## config.mk

```make
export PLATFORM = sky130hd
export DESIGN_NAME = rp_top
export DESIGN_NICKNAME = d
export VERILOG_FILES = /design/src/source/rp_pkg.sv /design/src/source/rp_top.sv /design/src/source/rp_dac_sum.sv /design/src/source/rp_prop_ctrl.sv /design/src/source/rp_asg_gen.sv /design/src/source/rp_asg_phase.sv /design/src/source/rp_sys_decoder.sv /design/src/source/rp_adc_format.sv
export SDC_FILE = /design/constraint.sdc
export NUM_CORES = 2
export LEC_CHECK = 0
export BUFFER_PORTS_ARGS = -buffer_cell sky130_fd_sc_hd__buf_2
export CAP_MARGIN = 5
export CORE_ASPECT_RATIO = 0.7
export CORE_UTILIZATION = 55
export CTS_CLUSTER_DIAMETER = 40
export DETAILED_ROUTE_END_ITERATION = 16
export PLACE_DENSITY = 0.76
export SYNTH_ARGS = -nofsm -noshare
export SYNTH_HDL_FRONTEND = slang
export SYNTH_SLANG_ARGS = --single-unit
```

## constraint.sdc

```tcl
create_clock -name adc_clk -period 20.9 [get_ports adc_clk]
set_input_delay 1.045 -clock adc_clk [delete_from_list [all_inputs] [get_ports adc_clk]]
set_output_delay 1.045 -clock adc_clk [all_outputs]
set_load 0.05 [all_outputs]
```

## src/source/rp_pkg.sv

```systemverilog
`default_nettype none

package rp_pkg;

  // ----------------------------------------
  // data path widths
  localparam int ADC_W     = 14;           // adc / dac sample width
  localparam int SUM_W     = ADC_W + 1;    // asg + pid before clipping
  localparam int PHASE_W   = 16;           // generator phase accumulator
  localparam int TABLE_AW  = 4;            // 16 table entries
  localparam int KP_W      = 8;            // signed proportional gain
  localparam int PID_SHIFT = 4;            // scaling after the product

  // ----------------------------------------
  // system bus
  localparam int BUS_W      = 32;
  localparam int REGION_LSB = 20;          // addr[22:20] picks region
  localparam int REGION_W   = 3;
  localparam logic [REGION_W-1:0] REGION_ASG = 3'd2;
  localparam logic [REGION_W-1:0] REGION_PID = 3'd3;

  // generator offsets
  localparam logic [REGION_LSB-1:0] ASG_OFS_EN    = 20'h00000;
  localparam logic [REGION_LSB-1:0] ASG_OFS_STEP  = 20'h00004;
  localparam logic [REGION_LSB-1:0] ASG_OFS_WRAPS = 20'h00008;  // read only
  localparam logic [REGION_LSB-1:0] ASG_OFS_TABLE = 20'h00100;  // + 4*index

  // controller offsets
  localparam logic [REGION_LSB-1:0] PID_OFS_SP_A = 20'h00000;
  localparam logic [REGION_LSB-1:0] PID_OFS_KP_A = 20'h00004;
  localparam logic [REGION_LSB-1:0] PID_OFS_SP_B = 20'h00010;
  localparam logic [REGION_LSB-1:0] PID_OFS_KP_B = 20'h00014;

  typedef enum logic [1:0] {IDLE, ACCESS, RESP} bus_state_t;

  // word aligned offset inside the waveform table window
  function automatic logic asg_tbl_hit(input logic [REGION_LSB-1:0] ofs);
    return (ofs[REGION_LSB-1:TABLE_AW+2] == ASG_OFS_TABLE[REGION_LSB-1:TABLE_AW+2]) &&
           (ofs[1:0] == 2'b00);
  endfunction

endpackage

`default_nettype wire
```

## src/source/rp_top.sv

```systemverilog
`timescale 1ns/1ns
`default_nettype none

module rp_top (
  input  logic                       adc_clk,
  input  logic                       rst_i,
  input  logic [rp_pkg::ADC_W-1:0]   adc_dat_a_i,  // raw adc ch a
  input  logic [rp_pkg::ADC_W-1:0]   adc_dat_b_i,  // raw adc ch b
  output logic [rp_pkg::ADC_W-1:0]   dac_dat_a_o,
  output logic [rp_pkg::ADC_W-1:0]   dac_dat_b_o,
  input  logic [rp_pkg::BUS_W-1:0]   sys_addr_i,
  input  logic [rp_pkg::BUS_W-1:0]   sys_wdata_i,
  input  logic                       sys_wen_i,
  input  logic                       sys_ren_i,
  output logic [rp_pkg::BUS_W-1:0]   sys_rdata_o,
  output logic                       sys_ack_o,
  output logic                       sys_err_o
);

  logic signed [rp_pkg::ADC_W-1:0] adc_a, adc_b;    // converted samples
  logic signed [rp_pkg::ADC_W-1:0] asg;
  logic signed [rp_pkg::ADC_W-1:0] pid_a, pid_b;
  logic [rp_pkg::BUS_W-1:0]        bus_addr, bus_wdata;
  logic [rp_pkg::BUS_W-1:0]        asg_rdata, pid_rdata;
  logic                            asg_wen, asg_ren, asg_err;
  logic                            pid_wen, pid_ren, pid_err;

  // ----------------------------------------
  // adc front end
  rp_adc_format u_adc_format (
    .adc_clk (adc_clk), .rst_i (rst_i),
    .adc_dat_a_i (adc_dat_a_i), .adc_dat_b_i (adc_dat_b_i),
    .adc_a_o (adc_a), .adc_b_o (adc_b)
  );

  // ----------------------------------------
  // system bus, regions 2 and 3 live
  rp_sys_decoder u_sys_decoder (
    .adc_clk (adc_clk), .rst_i (rst_i),
    .sys_addr_i (sys_addr_i), .sys_wdata_i (sys_wdata_i),
    .sys_wen_i (sys_wen_i), .sys_ren_i (sys_ren_i),
    .asg_rdata_i (asg_rdata), .asg_err_i (asg_err),
    .pid_rdata_i (pid_rdata), .pid_err_i (pid_err),
    .sys_rdata_o (sys_rdata_o), .sys_ack_o (sys_ack_o), .sys_err_o (sys_err_o),
    .bus_addr_o (bus_addr), .bus_wdata_o (bus_wdata),
    .asg_wen_o (asg_wen), .asg_ren_o (asg_ren),
    .pid_wen_o (pid_wen), .pid_ren_o (pid_ren)
  );

  rp_asg_gen u_asg_gen (
    .adc_clk (adc_clk), .rst_i (rst_i),
    .bus_addr_i (bus_addr), .bus_wdata_i (bus_wdata),
    .wen_i (asg_wen), .ren_i (asg_ren),
    .asg_o (asg), .rdata_o (asg_rdata), .err_o (asg_err)
  );

  rp_prop_ctrl u_prop_ctrl (
    .adc_clk (adc_clk), .rst_i (rst_i),
    .adc_a_i (adc_a), .adc_b_i (adc_b),
    .bus_addr_i (bus_addr), .bus_wdata_i (bus_wdata),
    .wen_i (pid_wen), .ren_i (pid_ren),
    .pid_a_o (pid_a), .pid_b_o (pid_b),
    .rdata_o (pid_rdata), .err_o (pid_err)
  );

  // ----------------------------------------
  // dac outputs, one generator feeds both
  rp_dac_sum u_dac_sum_a (
    .adc_clk (adc_clk), .rst_i (rst_i),
    .asg_i (asg), .pid_i (pid_a), .dac_o (dac_dat_a_o)
  );

  rp_dac_sum u_dac_sum_b (
    .adc_clk (adc_clk), .rst_i (rst_i),
    .asg_i (asg), .pid_i (pid_b), .dac_o (dac_dat_b_o)
  );

endmodule

`default_nettype wire

```

## src/source/rp_dac_sum.sv

```systemverilog
`timescale 1ns/1ns
`default_nettype none

module rp_dac_sum (
  input  logic                             adc_clk,
  input  logic                             rst_i,
  input  logic signed [rp_pkg::ADC_W-1:0]  asg_i,
  input  logic signed [rp_pkg::ADC_W-1:0]  pid_i,
  output logic        [rp_pkg::ADC_W-1:0]  dac_o   // offset binary
);

  logic signed [rp_pkg::SUM_W-1:0] sum;
  logic signed [rp_pkg::ADC_W-1:0] sat;

  assign sum = {asg_i[rp_pkg::ADC_W-1], asg_i} + {pid_i[rp_pkg::ADC_W-1], pid_i};

  // top two bits differ -> overflow, clip to +8191 / -8192
  assign sat = (^sum[rp_pkg::SUM_W-1:rp_pkg::SUM_W-2]) ?
               {sum[rp_pkg::SUM_W-1], {(rp_pkg::ADC_W-1){~sum[rp_pkg::SUM_W-1]}}} :
               sum[rp_pkg::ADC_W-1:0];

  // ----------------------------------------
  // two's complement to offset binary
  always_ff @(posedge adc_clk) begin
    if (rst_i) dac_o <= 14'h2000;                   // mid scale
    else       dac_o <= {~sat[rp_pkg::ADC_W-1], sat[rp_pkg::ADC_W-2:0]};
  end

endmodule

`default_nettype wire

```

## src/source/rp_prop_ctrl.sv

```systemverilog
`timescale 1ns/1ns
`default_nettype none

module rp_prop_ctrl (
  input  logic                             adc_clk,
  input  logic                             rst_i,
  input  logic signed [rp_pkg::ADC_W-1:0]  adc_a_i,
  input  logic signed [rp_pkg::ADC_W-1:0]  adc_b_i,
  input  logic        [rp_pkg::BUS_W-1:0]  bus_addr_i,
  input  logic        [rp_pkg::BUS_W-1:0]  bus_wdata_i,
  input  logic                             wen_i,
  input  logic                             ren_i,
  output logic signed [rp_pkg::ADC_W-1:0]  pid_a_o,
  output logic signed [rp_pkg::ADC_W-1:0]  pid_b_o,
  output logic        [rp_pkg::BUS_W-1:0]  rdata_o,
  output logic                             err_o
);

  localparam int PW = rp_pkg::ADC_W + rp_pkg::KP_W + 1;  // product width

  logic [rp_pkg::REGION_LSB-1:0]   ofs;
  logic signed [rp_pkg::ADC_W-1:0] sp_a_q, sp_b_q;       // setpoints
  logic signed [rp_pkg::KP_W-1:0]  kp_a_q, kp_b_q;       // gains
  logic [rp_pkg::BUS_W-1:0]        rd_val;
  logic                            hit;

  // (sp - x) * kp >>> shift, clipped to adc range
  function automatic logic signed [rp_pkg::ADC_W-1:0] p_term(
    input logic signed [rp_pkg::ADC_W-1:0] sp,
    input logic signed [rp_pkg::ADC_W-1:0] smp,
    input logic signed [rp_pkg::KP_W-1:0]  kp
  );
    logic signed [rp_pkg::ADC_W:0]            diff;
    logic signed [PW-1:0]                     prod;
    logic signed [PW-rp_pkg::PID_SHIFT-1:0]   shr;
    diff = sp - smp;                          // one extra bit, no overflow
    prod = diff * kp;
    shr  = prod[PW-1:rp_pkg::PID_SHIFT];      // arithmetic shift right
    if (&shr[PW-rp_pkg::PID_SHIFT-1:rp_pkg::ADC_W-1] ||
        ~|shr[PW-rp_pkg::PID_SHIFT-1:rp_pkg::ADC_W-1])
      return shr[rp_pkg::ADC_W-1:0];          // fits
    return {shr[PW-rp_pkg::PID_SHIFT-1], {(rp_pkg::ADC_W-1){~shr[PW-rp_pkg::PID_SHIFT-1]}}};
  endfunction

  assign ofs = bus_addr_i[rp_pkg::REGION_LSB-1:0];

  // ----------------------------------------
  // registers
  always_ff @(posedge adc_clk) begin
    if (rst_i) begin
      sp_a_q <= '0;
      kp_a_q <= '0;
      sp_b_q <= '0;
      kp_b_q <= '0;
    end else if (wen_i) begin
      if (ofs == rp_pkg::PID_OFS_SP_A) sp_a_q <= bus_wdata_i[rp_pkg::ADC_W-1:0];
      if (ofs == rp_pkg::PID_OFS_KP_A) kp_a_q <= bus_wdata_i[rp_pkg::KP_W-1:0];
      if (ofs == rp_pkg::PID_OFS_SP_B) sp_b_q <= bus_wdata_i[rp_pkg::ADC_W-1:0];
      if (ofs == rp_pkg::PID_OFS_KP_B) kp_b_q <= bus_wdata_i[rp_pkg::KP_W-1:0];
    end
  end

  always_comb begin
    rd_val = '0;
    hit    = 1'b1;
    case (ofs)
      rp_pkg::PID_OFS_SP_A: rd_val = {{(rp_pkg::BUS_W-rp_pkg::ADC_W){1'b0}}, sp_a_q};
      rp_pkg::PID_OFS_KP_A: rd_val = {{(rp_pkg::BUS_W-rp_pkg::KP_W){1'b0}}, kp_a_q};
      rp_pkg::PID_OFS_SP_B: rd_val = {{(rp_pkg::BUS_W-rp_pkg::ADC_W){1'b0}}, sp_b_q};
      rp_pkg::PID_OFS_KP_B: rd_val = {{(rp_pkg::BUS_W-rp_pkg::KP_W){1'b0}}, kp_b_q};
      default:              hit    = 1'b0;  // unmapped offset
    endcase
  end

  always_ff @(posedge adc_clk) begin
    if (rst_i) begin
      rdata_o <= '0;
      err_o   <= 1'b0;
    end else if (wen_i || ren_i) begin
      rdata_o <= ren_i ? rd_val : '0;
      err_o   <= !hit;
    end
  end

  // ----------------------------------------
  // proportional outputs, one cycle
  always_ff @(posedge adc_clk) begin
    if (rst_i) begin
      pid_a_o <= '0;
      pid_b_o <= '0;
    end else begin
      pid_a_o <= p_term(sp_a_q, adc_a_i, kp_a_q);
      pid_b_o <= p_term(sp_b_q, adc_b_i, kp_b_q);
    end
  end

endmodule

`default_nettype wire

```

## src/source/rp_asg_gen.sv

```systemverilog
`timescale 1ns/1ns
`default_nettype none

module rp_asg_gen (
  input  logic                             adc_clk,
  input  logic                             rst_i,
  input  logic        [rp_pkg::BUS_W-1:0]  bus_addr_i,
  input  logic        [rp_pkg::BUS_W-1:0]  bus_wdata_i,
  input  logic                             wen_i,
  input  logic                             ren_i,
  output logic signed [rp_pkg::ADC_W-1:0]  asg_o,
  output logic        [rp_pkg::BUS_W-1:0]  rdata_o,
  output logic                             err_o
);

  logic [rp_pkg::ADC_W-1:0]       tbl [2**rp_pkg::TABLE_AW];  // waveform table
  logic [rp_pkg::TABLE_AW-1:0]    idx;        // bus side index
  logic                           tbl_hit;
  logic [rp_pkg::PHASE_W-1:0]     phase;
  logic                           ph_en;
  logic [rp_pkg::BUS_W-1:0]       ph_rdata;
  logic [rp_pkg::BUS_W-1:0]       tbl_rdata_q;

  rp_asg_phase u_phase (
    .adc_clk     (adc_clk),
    .rst_i       (rst_i),
    .bus_addr_i  (bus_addr_i),
    .bus_wdata_i (bus_wdata_i),
    .wen_i       (wen_i),
    .ren_i       (ren_i),
    .phase_o     (phase),
    .en_o        (ph_en),
    .rdata_o     (ph_rdata),
    .err_o       (err_o)      // phase unit flags anything unmapped
  );

  assign idx     = bus_addr_i[rp_pkg::TABLE_AW+1:2];
  assign tbl_hit = rp_pkg::asg_tbl_hit(bus_addr_i[rp_pkg::REGION_LSB-1:0]);

  // ----------------------------------------
  // table, cleared by reset
  always_ff @(posedge adc_clk) begin
    if (rst_i) begin
      for (int i = 0; i < 2**rp_pkg::TABLE_AW; i++) tbl[i] <= '0;
    end else if (wen_i && tbl_hit) begin
      tbl[idx] <= bus_wdata_i[rp_pkg::ADC_W-1:0];
    end
  end

  // lookup on the top phase bits, zero when stopped
  always_ff @(posedge adc_clk) begin
    if (rst_i) asg_o <= '0;
    else       asg_o <= ph_en ? tbl[phase[rp_pkg::PHASE_W-1 -: rp_pkg::TABLE_AW]] : '0;
  end

  // table read answer, merged with the phase unit
  always_ff @(posedge adc_clk) begin
    if (rst_i) tbl_rdata_q <= '0;
    else if (wen_i || ren_i)
      tbl_rdata_q <= (ren_i && tbl_hit) ?
                     {{(rp_pkg::BUS_W-rp_pkg::ADC_W){1'b0}}, tbl[idx]} : '0;
  end

  assign rdata_o = ph_rdata | tbl_rdata_q;  // only one side is non zero

endmodule

`default_nettype wire

```

## src/source/rp_asg_phase.sv

```systemverilog
`timescale 1ns/1ns
`default_nettype none

module rp_asg_phase (
  input  logic                        adc_clk,
  input  logic                        rst_i,
  input  logic [rp_pkg::BUS_W-1:0]    bus_addr_i,
  input  logic [rp_pkg::BUS_W-1:0]    bus_wdata_i,
  input  logic                        wen_i,
  input  logic                        ren_i,
  output logic [rp_pkg::PHASE_W-1:0]  phase_o,
  output logic                        en_o,     // generator running
  output logic [rp_pkg::BUS_W-1:0]    rdata_o,
  output logic                        err_o
);

  logic [rp_pkg::REGION_LSB-1:0]  ofs;
  logic [rp_pkg::PHASE_W-1:0]     step_q;
  logic [rp_pkg::PHASE_W:0]       phase_sum;  // msb is the carry out
  logic [15:0]                    wraps_q;    // table passes
  logic [rp_pkg::BUS_W-1:0]       rd_val;
  logic                           hit;

  assign ofs = bus_addr_i[rp_pkg::REGION_LSB-1:0];

  // ----------------------------------------
  // control registers
  always_ff @(posedge adc_clk) begin
    if (rst_i) begin
      en_o   <= 1'b0;
      step_q <= '0;
    end else if (wen_i) begin
      if (ofs == rp_pkg::ASG_OFS_EN)   en_o   <= bus_wdata_i[0];
      if (ofs == rp_pkg::ASG_OFS_STEP) step_q <= bus_wdata_i[rp_pkg::PHASE_W-1:0];
    end
  end

  // phase accumulator, held at zero while disabled
  assign phase_sum = {1'b0, phase_o} + {1'b0, step_q};

  always_ff @(posedge adc_clk) begin
    if (rst_i || !en_o) begin
      phase_o <= '0;
      wraps_q <= '0;
    end else begin
      phase_o <= phase_sum[rp_pkg::PHASE_W-1:0];
      wraps_q <= wraps_q + {15'd0, phase_sum[rp_pkg::PHASE_W]};  // count carries
    end
  end

  // ----------------------------------------
  // bus answer, table window answered by the gen
  always_comb begin
    rd_val = '0;
    hit    = 1'b1;
    case (ofs)
      rp_pkg::ASG_OFS_EN:    rd_val = {{(rp_pkg::BUS_W-1){1'b0}}, en_o};
      rp_pkg::ASG_OFS_STEP:  rd_val = {{(rp_pkg::BUS_W-rp_pkg::PHASE_W){1'b0}}, step_q};
      rp_pkg::ASG_OFS_WRAPS: rd_val = {16'd0, wraps_q};
      default:               hit    = rp_pkg::asg_tbl_hit(ofs);
    endcase
  end

  always_ff @(posedge adc_clk) begin
    if (rst_i) begin
      rdata_o <= '0;
      err_o   <= 1'b0;
    end else if (wen_i || ren_i) begin
      rdata_o <= ren_i ? rd_val : '0;
      err_o   <= !hit;  // wraps write just ignored
    end
  end

endmodule

`default_nettype wire

```

## src/source/rp_sys_decoder.sv

```systemverilog
`timescale 1ns/1ns
`default_nettype none

module rp_sys_decoder (
  input  logic                       adc_clk,
  input  logic                       rst_i,
  input  logic [rp_pkg::BUS_W-1:0]   sys_addr_i,
  input  logic [rp_pkg::BUS_W-1:0]   sys_wdata_i,
  input  logic                       sys_wen_i,    // one cycle strobe
  input  logic                       sys_ren_i,    // one cycle strobe
  input  logic [rp_pkg::BUS_W-1:0]   asg_rdata_i,
  input  logic                       asg_err_i,
  input  logic [rp_pkg::BUS_W-1:0]   pid_rdata_i,
  input  logic                       pid_err_i,
  output logic [rp_pkg::BUS_W-1:0]   sys_rdata_o,
  output logic                       sys_ack_o,
  output logic                       sys_err_o,
  output logic [rp_pkg::BUS_W-1:0]   bus_addr_o,   // latched address
  output logic [rp_pkg::BUS_W-1:0]   bus_wdata_o,  // latched write data
  output logic                       asg_wen_o,
  output logic                       asg_ren_o,
  output logic                       pid_wen_o,
  output logic                       pid_ren_o
);

  rp_pkg::bus_state_t           state_q;
  logic                         wr_q;     // access kind, 1 = write
  logic [rp_pkg::REGION_W-1:0]  region;
  logic                         access;

  // ----------------------------------------
  // access FSM, idle -> access -> resp
  always_ff @(posedge adc_clk) begin
    if (rst_i) begin
      state_q <= rp_pkg::IDLE;
      wr_q    <= 1'b0;
    end else begin
      case (state_q)
        rp_pkg::IDLE: if (sys_wen_i || sys_ren_i) begin
          state_q <= rp_pkg::ACCESS;
          wr_q    <= sys_wen_i;
        end
        rp_pkg::ACCESS: state_q <= rp_pkg::RESP;  // slave acts on this edge
        default:        state_q <= rp_pkg::IDLE;  // ack cycle done
      endcase
    end
  end

  // address and data held for the whole access
  always_ff @(posedge adc_clk) begin
    if (state_q == rp_pkg::IDLE && (sys_wen_i || sys_ren_i)) begin
      bus_addr_o  <= sys_addr_i;
      bus_wdata_o <= sys_wdata_i;
    end
  end

  assign region = bus_addr_o[rp_pkg::REGION_LSB +: rp_pkg::REGION_W];
  assign access = (state_q == rp_pkg::ACCESS);

  // slave strobes, none for unused regions
  assign asg_wen_o = access &&  wr_q && (region == rp_pkg::REGION_ASG);
  assign asg_ren_o = access && !wr_q && (region == rp_pkg::REGION_ASG);
  assign pid_wen_o = access &&  wr_q && (region == rp_pkg::REGION_PID);
  assign pid_ren_o = access && !wr_q && (region == rp_pkg::REGION_PID);

  // ----------------------------------------
  // response mux
  assign sys_ack_o = (state_q == rp_pkg::RESP);

  always_comb begin
    sys_rdata_o = '0;     // unused region, zero and no error
    sys_err_o   = 1'b0;
    if (sys_ack_o) begin
      case (region)
        rp_pkg::REGION_ASG: begin
          sys_rdata_o = asg_rdata_i;
          sys_err_o   = asg_err_i;
        end
        rp_pkg::REGION_PID: begin
          sys_rdata_o = pid_rdata_i;
          sys_err_o   = pid_err_i;
        end
        default: ;
      endcase
    end
  end

endmodule

`default_nettype wire

```

## src/source/rp_adc_format.sv

```systemverilog
`timescale 1ns/1ns
`default_nettype none

module rp_adc_format (
  input  logic                           adc_clk,
  input  logic                           rst_i,
  input  logic        [rp_pkg::ADC_W-1:0] adc_dat_a_i,  // raw, negative slope
  input  logic        [rp_pkg::ADC_W-1:0] adc_dat_b_i,
  output logic signed [rp_pkg::ADC_W-1:0] adc_a_o,      // two's complement
  output logic signed [rp_pkg::ADC_W-1:0] adc_b_o
);

  // ----------------------------------------
  // front end conversion, one register stage
  // msb kept, remaining bits inverted
  always_ff @(posedge adc_clk) begin
    if (rst_i) begin
      adc_a_o <= '0;
      adc_b_o <= '0;
    end else begin
      adc_a_o <= {adc_dat_a_i[rp_pkg::ADC_W-1], ~adc_dat_a_i[rp_pkg::ADC_W-2:0]};  // ch a
      adc_b_o <= {adc_dat_b_i[rp_pkg::ADC_W-1], ~adc_dat_b_i[rp_pkg::ADC_W-2:0]};  // ch b
    end
  end

endmodule

`default_nettype wire

```

; ---- Yosys cells after proc, flatten, opt, wreduce, memory -nomap -nowiden
; Memory sizes are Yosys's and may differ from the RTL's. A register that Yosys moved wholly into a read port is not among the register bits.
; Cells that the tools add are included.
[word_totals]
reg_bits = 317
mem_bits_rw = 224
input_bits = 96
out_inout_bits = 62
wordCells = 126
mem_count = 1
[classes]
add_sub_neg = 6
multipliers = 2
n_eq_ne = 10
n_mux = 32
bitwise_logic = 10
reduce_logical = 42
[memory_table]
columns = name, depth, width, read_ports, rd_ports_with_merged_regs, write_ports, line_no
row1 = u_asg_gen.tbl, 16, 14, 2, 2, 16, rp_asg_gen.sv:16  ; logic [rp_pkg::ADC_W-1:0] tbl [2**rp_pkg::TABLE_AW];
[op_table]
columns = operator, n
row1 = 14-bit two-way mux, 9
row2 = 32-bit two-way mux, 2
row3 = 32-bit one-hot mux with 2 select lines, 1
row4 = 14-bit one-hot mux with 4 select lines, 1
row5 = 16-bit one-hot mux with 3 select lines, 1
row6 = 15-bit by 8-bit multiplier with 23-bit output, 2
row7 = 20-bit by 5-bit equality test with 1-bit output (second input constant), 2
row8 = 32-bit bitwise OR, 1
row9 = 14-bit by 14-bit adder with 15-bit output, 2
row10 = 14-bit by 14-bit subtractor with 15-bit output, 2
row11 = 13-bit NOT, 2
row12 = 20-bit by 3-bit equality test with 1-bit output (second input constant), 1
row13 = 20-bit by 4-bit equality test with 1-bit output (second input constant), 1
row14 = 20-bit logical NOT, 1
row15 = 16-bit by 16-bit adder with 17-bit output, 1
row16 = 16-bit by 1-bit adder with 16-bit output, 1
row17 = 14-bit by 3-bit equality test with 1-bit output (second input constant), 1
row18 = 2-bit AND reduction, 7
row19 = 14-bit OR reduction, 1
row20 = 1-bit two-way mux, 13
row21 = 6-bit AND reduction, 2
row22 = 6-bit OR reduction, 2
row23 = 1-bit logical AND, 10
row24 = 4-bit two-way mux, 2
row25 = 15 further kinds, 34

; ---- Logic depth before layout (Yosys ltp)
[logic_depth]
word_depth = 9
mapped_depth = 33
depth_no_buf = 31

; ---- Modules after synthesis
; A second synthesis with hierarchy kept.
[unflattened]
hier_cells = 3341
area_unflattened_um2 = 35375.2
[modules_own_cells]
columns = mod, instances, cells_per_inst, area_per_inst_um2, seq_area_each_um2
row1 = rp_prop_ctrl, 1, 1587, 13529.2, 1741.7
row2 = rp_asg_gen, 1, 890, 12767.2, 7287.0
row3 = rp_asg_phase, 1, 371, 3333.2, 1321.3
row4 = rp_sys_decoder, 1, 195, 2672.6, 1981.9
row5 = rp_dac_sum (u_dac_sum_a), 1, 120, 1187.4, 280.3
row6 = rp_dac_sum (u_dac_sum_b), 1, 119, 1178.6, 280.3
row7 = rp_adc_format, 1, 59, 706.9, 560.5

; ---- Worst setup path after synthesis
; OpenSTA, ideal clock, no wires.
[synth_timing]
kind = reg2reg
start = reg u_prop_ctrl.sp_b_q[0] in the netlist's numbering
end = reg u_prop_ctrl.pid_b_o[2] in the netlist's numbering
setup_ns = 0.135
arrival_time_ns = 6.893
required_time_ns = 20.765
slack_ns = 13.872
stages_incl_launch_ff = 32
n_path_buf = 1
synth_period_minus_slack_ns = 7.028
cell_sequence = dfxtp_1 -> inv_1 -> ha_1 -> inv_1 -> fa_1 -> a21o_1 -> a21oi_1 -> nor2b_1 -> o21a_1 -> o311a_1 -> nor3_1 -> nor3b_1 -> o31a_1 -> nand2b_1 -> fa_1 -> inv_1 -> fa_1 -> fa_1 -> inv_1 -> fa_1 -> inv_1 -> ha_1 -> a21o_1 -> a21o_1 -> nand2_1 -> a311oi_1 -> a2111oi_4 -> xnor2_1 -> or4_4 -> o21ai_4 -> buf_6 -> a21oi_1
[synth_between]
elab_chain_cells = 8
elab_cells_between_ends = 11
cone_classes = add/sub (1) / mul (1) / mux (4) / bitwise (1) / reduce/logical (4)
[synth_rtl]
columns = element, line_no
row1 = start: declaration, rp_prop_ctrl.sv:22  ; logic signed [rp_pkg::ADC_W-1:0] sp_a_q, sp_b_q;
row2 = start signal: assignment, rp_prop_ctrl.sv:58  ; if (ofs == rp_pkg::PID_OFS_SP_B) sp_b_q <= bus_wdata_i[rp_pkg::ADC_W-1:0];
row3 = 14-bit by 14-bit subtractor with 15-bit output (*), rp_prop_ctrl.sv:36  ; diff = sp - smp;
row4 = 15-bit by 8-bit multiplier with 23-bit output (*), rp_prop_ctrl.sv:37  ; prod = diff * kp;
row5 = 6-bit OR reduction, rp_prop_ctrl.sv:40  ; ~|shr[PW-rp_pkg::PID_SHIFT-1:rp_pkg::ADC_W-1])
row6 = 1-bit logical NOT, rp_prop_ctrl.sv:40
row7 = 1-bit logical OR, rp_prop_ctrl.sv:39  ; if (&shr[PW-rp_pkg::PID_SHIFT-1:rp_pkg::ADC_W-1] ||
row8 = 1-bit two-way mux, rp_prop_ctrl.sv:39
row9 = 1-bit two-way mux, rp_prop_ctrl.sv:88  ; if (rst_i) begin
row10 = 14-bit two-way mux (*), rp_prop_ctrl.sv:42  ; return {shr[PW-rp_pkg::PID_SHIFT-1], {(rp_pkg::ADC_W-1){~shr[PW-rp_pkg::PID_SHIFT-1]}}};
row11 = end signal: assignment, rp_prop_ctrl.sv:93  ; pid_b_o <= p_term(sp_b_q, adc_b_i, kp_b_q);
row12 = end: declaration, rp_prop_ctrl.sv:14  ; output logic signed [rp_pkg::ADC_W-1:0] pid_b_o,
; Every way passes the cells marked *; elsewhere a longest branch is shown, timed or not. The select of a mux whose other input is x is not followed.
; A chain may end at the register's enable or synchronous reset.

; ---- Worst setup path after layout
[layout_timing]
start = reg u_prop_ctrl.sp_a_q[0] in the netlist's numbering
end = reg u_prop_ctrl.pid_a_o[12] in the netlist's numbering
[layout_between]
elab_chain_cells = 8
elab_cells_between_ends = 11
cone_classes = add/sub (1) / mul (1) / mux (4) / bitwise (1) / reduce/logical (4)
[layout_rtl]
columns = element, line_no
row1 = start: declaration, rp_prop_ctrl.sv:22
row2 = start signal: assignment, rp_prop_ctrl.sv:56  ; if (ofs == rp_pkg::PID_OFS_SP_A) sp_a_q <= bus_wdata_i[rp_pkg::ADC_W-1:0];
row3 = 14-bit by 14-bit subtractor with 15-bit output (*), rp_prop_ctrl.sv:36
row4 = 15-bit by 8-bit multiplier with 23-bit output (*), rp_prop_ctrl.sv:37
row5 = 6-bit OR reduction, rp_prop_ctrl.sv:40
row6 = 1-bit logical NOT, rp_prop_ctrl.sv:40
row7 = 1-bit logical OR, rp_prop_ctrl.sv:39
row8 = 1-bit two-way mux, rp_prop_ctrl.sv:39
row9 = 1-bit two-way mux, rp_prop_ctrl.sv:88
row10 = 14-bit two-way mux (*), rp_prop_ctrl.sv:42
row11 = end signal: assignment, rp_prop_ctrl.sv:92  ; pid_a_o <= p_term(sp_a_q, adc_a_i, kp_a_q);
row12 = end: declaration, rp_prop_ctrl.sv:13  ; output logic signed [rp_pkg::ADC_W-1:0] pid_a_o,
; Marks and branches as above.

==> reports/metrics.cfg <==
[placed_design]
place_inst = 3927
routabilityCongestion = 0.991
port_buffers = 116
dpl.hpwl_mm = 63.0

[clocking]
hold_buffers = 0
root_buffer = clkbuf_16
clk_path_buf_depth = 3
clock_latency_ns = 0.66
cts.sinks = 507
clk_pin_slew_ns = 0.07
tritoncts = yes
cts_buffers = 61
cts_resized = 0
cts_max_level = 2
cts_setup_buffers = 0

[worst_hold_path]
hp-class = reg2reg
hold_depth = 2
min_to = u_asg_gen.u_phase.err_o
min-delay-start = u_asg_gen.u_phase.err_o

[synth]
synthCells = 3131
ys_warn_count = 0
synth_top_cell_by_area = edfxtp_1
ys_seq_area_share_pct = 38.4
ys_types = 79
synth.avg_cell_area_um2 = 10.6
ys_seq_elements = 507
synth_top_area_share_pct = 23.7
synthTopCellsByArea = edfxtp_1 (24%), dfxtp_1 (15%), fa_1 (12%)
ys.flop_type = edfxtp_1
synth_edf_count = 263
syn_area_um2 = 33300
async_flop_share_pct = 0

[critical_path]
cp-end-kind = flop
crit_slowest_cell = o22ai_1
ff2ff_setup_slack_ns = 12.74
reg2regPathDepth = 30
start_kind = flop
cp_max_fo = 12
arrival_ns = 8.72
r2r-end = u_prop_ctrl.pid_a_o[12]
worst_ep_required_time_ns = 21.46
crit_type = reg2reg
r2r-start = u_prop_ctrl.sp_a_q[0]
critical-path-max-stage-delay_ns = 0.77

[cells_and_area]
final_nets = 3633
fin_cells = 4047
post-route-util_pct = 61.4
drive_above_1_share_pct = 13.6
area_growth_pct = 10.4

[timing]
max_freq_ghz = 0.123
setup_violations = 0
min_period_ns = 8.16
hold_viol = 0
fin_crit_sh_pct = 39.0
setup_tns_ns = 0
whs_ns = 0.466
worst_slew_pin_slew_ns = 1.24
drv_slew = 0
rsz0062_at_grt = false
maxSlewHeadroom_pct = 17.3
finClkSkew_ns = 0.0583

[global_routing]
grt_max_degree = 121
grt_pass1_wl_mm = 137
antenna_found_initial = 6
overflow = 0
grt_usage_pct = 28.9
grt_pass1_vias = 24000

[drt]
ant_nets = 0
firstDrtPassIters = 5
drtIter0Drc = 2431
via_per_inst = 5.95
wl_per_cell_um = 21.5
drt_drc_violations_left = 0
wl_mm = 86.9
dr_total_vias = 24100

[floorplanning]
die-area_um2 = 61500
initial_core_util_pct = 55.6
num_rows = 75
die_y_um = 208
core_um2 = 59900
die_w_um = 296
boundaryPins = 158

[run]
max-cap-violations = 0

[power]
max-vdd-ir-drop_mv = 0.0754
p_leak_nw = 15.1
powerDensity_nw_per_um2 = 66.3

[run_status]
outcome = completed

-- sequential cells by signal (all words and copies together) (netlist names), 16 cells and up, named ones only --
signal / count
u_asg_gen.u_phase.phase_o: 16
u_asg_gen.u_phase.step_q: 16
u_asg_gen.u_phase.rdata_o: 16
u_asg_gen.u_phase.wraps_q: 16
u_sys_decoder.bus_wdata_o: 16
u_sys_decoder.bus_addr_o: 23
u_asg_gen.tbl: 224
-- layout make-up --
class | count | area (um2)
clock buffers | 70 | 1640
flip-flops and latches | 507 | 12800
clock inverters | 46 | 602
diodes | 4 | 10.0
multi-input cells | 2150 | 18700
repair buffers | 146 | 821
well taps | 808 | 1010
inverters | 316 | 1190
fillers | 4708 | 23100
-- how the worst max path moves through the flow --
stage	startpoint	endpoint	slack [ns]	depth (start not counted)
floorplan	u_prop_ctrl.sp_b_q[0]	u_prop_ctrl.pid_b_o[2]	13.87	31
global placement	u_prop_ctrl.sp_b_q[0]	u_prop_ctrl.pid_b_o[1]	13.00	30
detailed placement	u_prop_ctrl.sp_a_q[0]	u_prop_ctrl.pid_a_o[12]	12.85	29
CTS	u_prop_ctrl.sp_a_q[0]	u_prop_ctrl.pid_a_o[12]	12.84	29
global route	u_prop_ctrl.sp_a_q[0]	u_prop_ctrl.pid_a_o[11]	12.16	29
finish	u_prop_ctrl.sp_a_q[0]	u_prop_ctrl.pid_a_o[12]	12.74	30
-- metrics by stage --
stage / setup slack, ns / instance area, um2 / power (mW)
6_report: 12.74 / 36700 / 2.44
5_1_grt: 12.16 / 36700 / 2.50
4_1_cts: 12.84 / 36700 / 2.44
3_5_place_dp: 12.85 / 34500 / 1.30
3_3_place_gp: 13.00 / 34500 / 1.30
2_1_floorplan: 13.87 / 33300 / 1.23
-- routing by layer --
| metal | GRT usage, % | vias up | share of wire [%] |
|---|---|---|---|
| li1 | - | 10800 | - |
| met1 | 40.3 | 11800 | 40 |
| met2 | 43.8 | 1253 | 44 |
| met3 | 6.92 | 234 | 11 |
| met4 | 10.8 | 4 | 4.2 |
| met5 | 0 | - | 0.026 |
-- cells by family after synthesis --
group	after synthesis	synth area share [%]
and+or+nand+nor	1050	16.4
adders and majority gates	355	17.8
other	1	0.0113
muxes	164	10.2
buffers and inverters	489	5.78
xor gates and xnor gates	111	2.92
DFF	507	38.4
AOI/OAI and AO/OA	454	8.50
-- worst max-delay path, delay by kind of cell, from the launching register on --
family / cells / cell delay [ns]
DFF: 1 / 0.33
xor gates and xnor gates: 2 / 0.90
and+or+nand+nor: 5 / 0.85
buffers and inverters: 5 / 0.26
adders and majority gates: 7 / 2.97
AOI/OAI and AO/OA: 11 / 2.80
-- cell usage in the layout, fill, tap and decap left out, types with 11 or more instances in the layout --
master     instances
edfxtp_1         263
buf_2            115
ha_1             158
clkbuf_16         63
buf_4             30
o21ai_0           60
nor2_1           233
nand2_1          199
mux2i_1           19
xor2_1            44
o22ai_1           17
xnor2_1           67
o21a_1            23
dfxtp_1          240
mux4_2           139
a22oi_1           53
fa_1             197
and2_1           397
nor3_1            36
nand3_1           33
or3_1             17
o21ai_1           12
nor2b_1           36
and3_1            18
conb_1            16
a21oi_1          184
a31oi_1           11
or2_2             11
nand2b_1          25
a21o_1            25
inv_1            316
-- cells in the mapped netlist, types with 17 or more instances --
| cell | count |
|---|---|
| nand2_1 | 199 |
| o21ai_0 | 72 |
| a22oi_1 | 53 |
| or3_1 | 17 |
| nor2b_1 | 36 |
| xor2_1 | 44 |
| o21a_1 | 23 |
| inv_1 | 316 |
| nand2b_1 | 25 |
| fa_1 | 197 |
| ha_1 | 158 |
| o22ai_1 | 17 |
| nand3_1 | 33 |
| a21o_1 | 25 |
| edfxtp_1 | 263 |
| xnor2_1 | 67 |
| mux4_2 | 139 |
| nor2_1 | 233 |
| dfxtp_1 | 244 |
| and2_1 | 397 |
| nor3_1 | 40 |
| clkbuf_1 | 137 |
| a21oi_1 | 184 |
| and3_1 | 18 |
| mux2i_1 | 19 |
| buf_4 | 17 |
-- power by group --
part           internal, mW  switching (mW)  leakage, nW  total, mW
registers              1.07          0.0455         4.67       1.12
logic                0.0682           0.102         9.39      0.170
clock network         0.662           0.485         1.10       1.15
(Power assumes the default switching activity.)
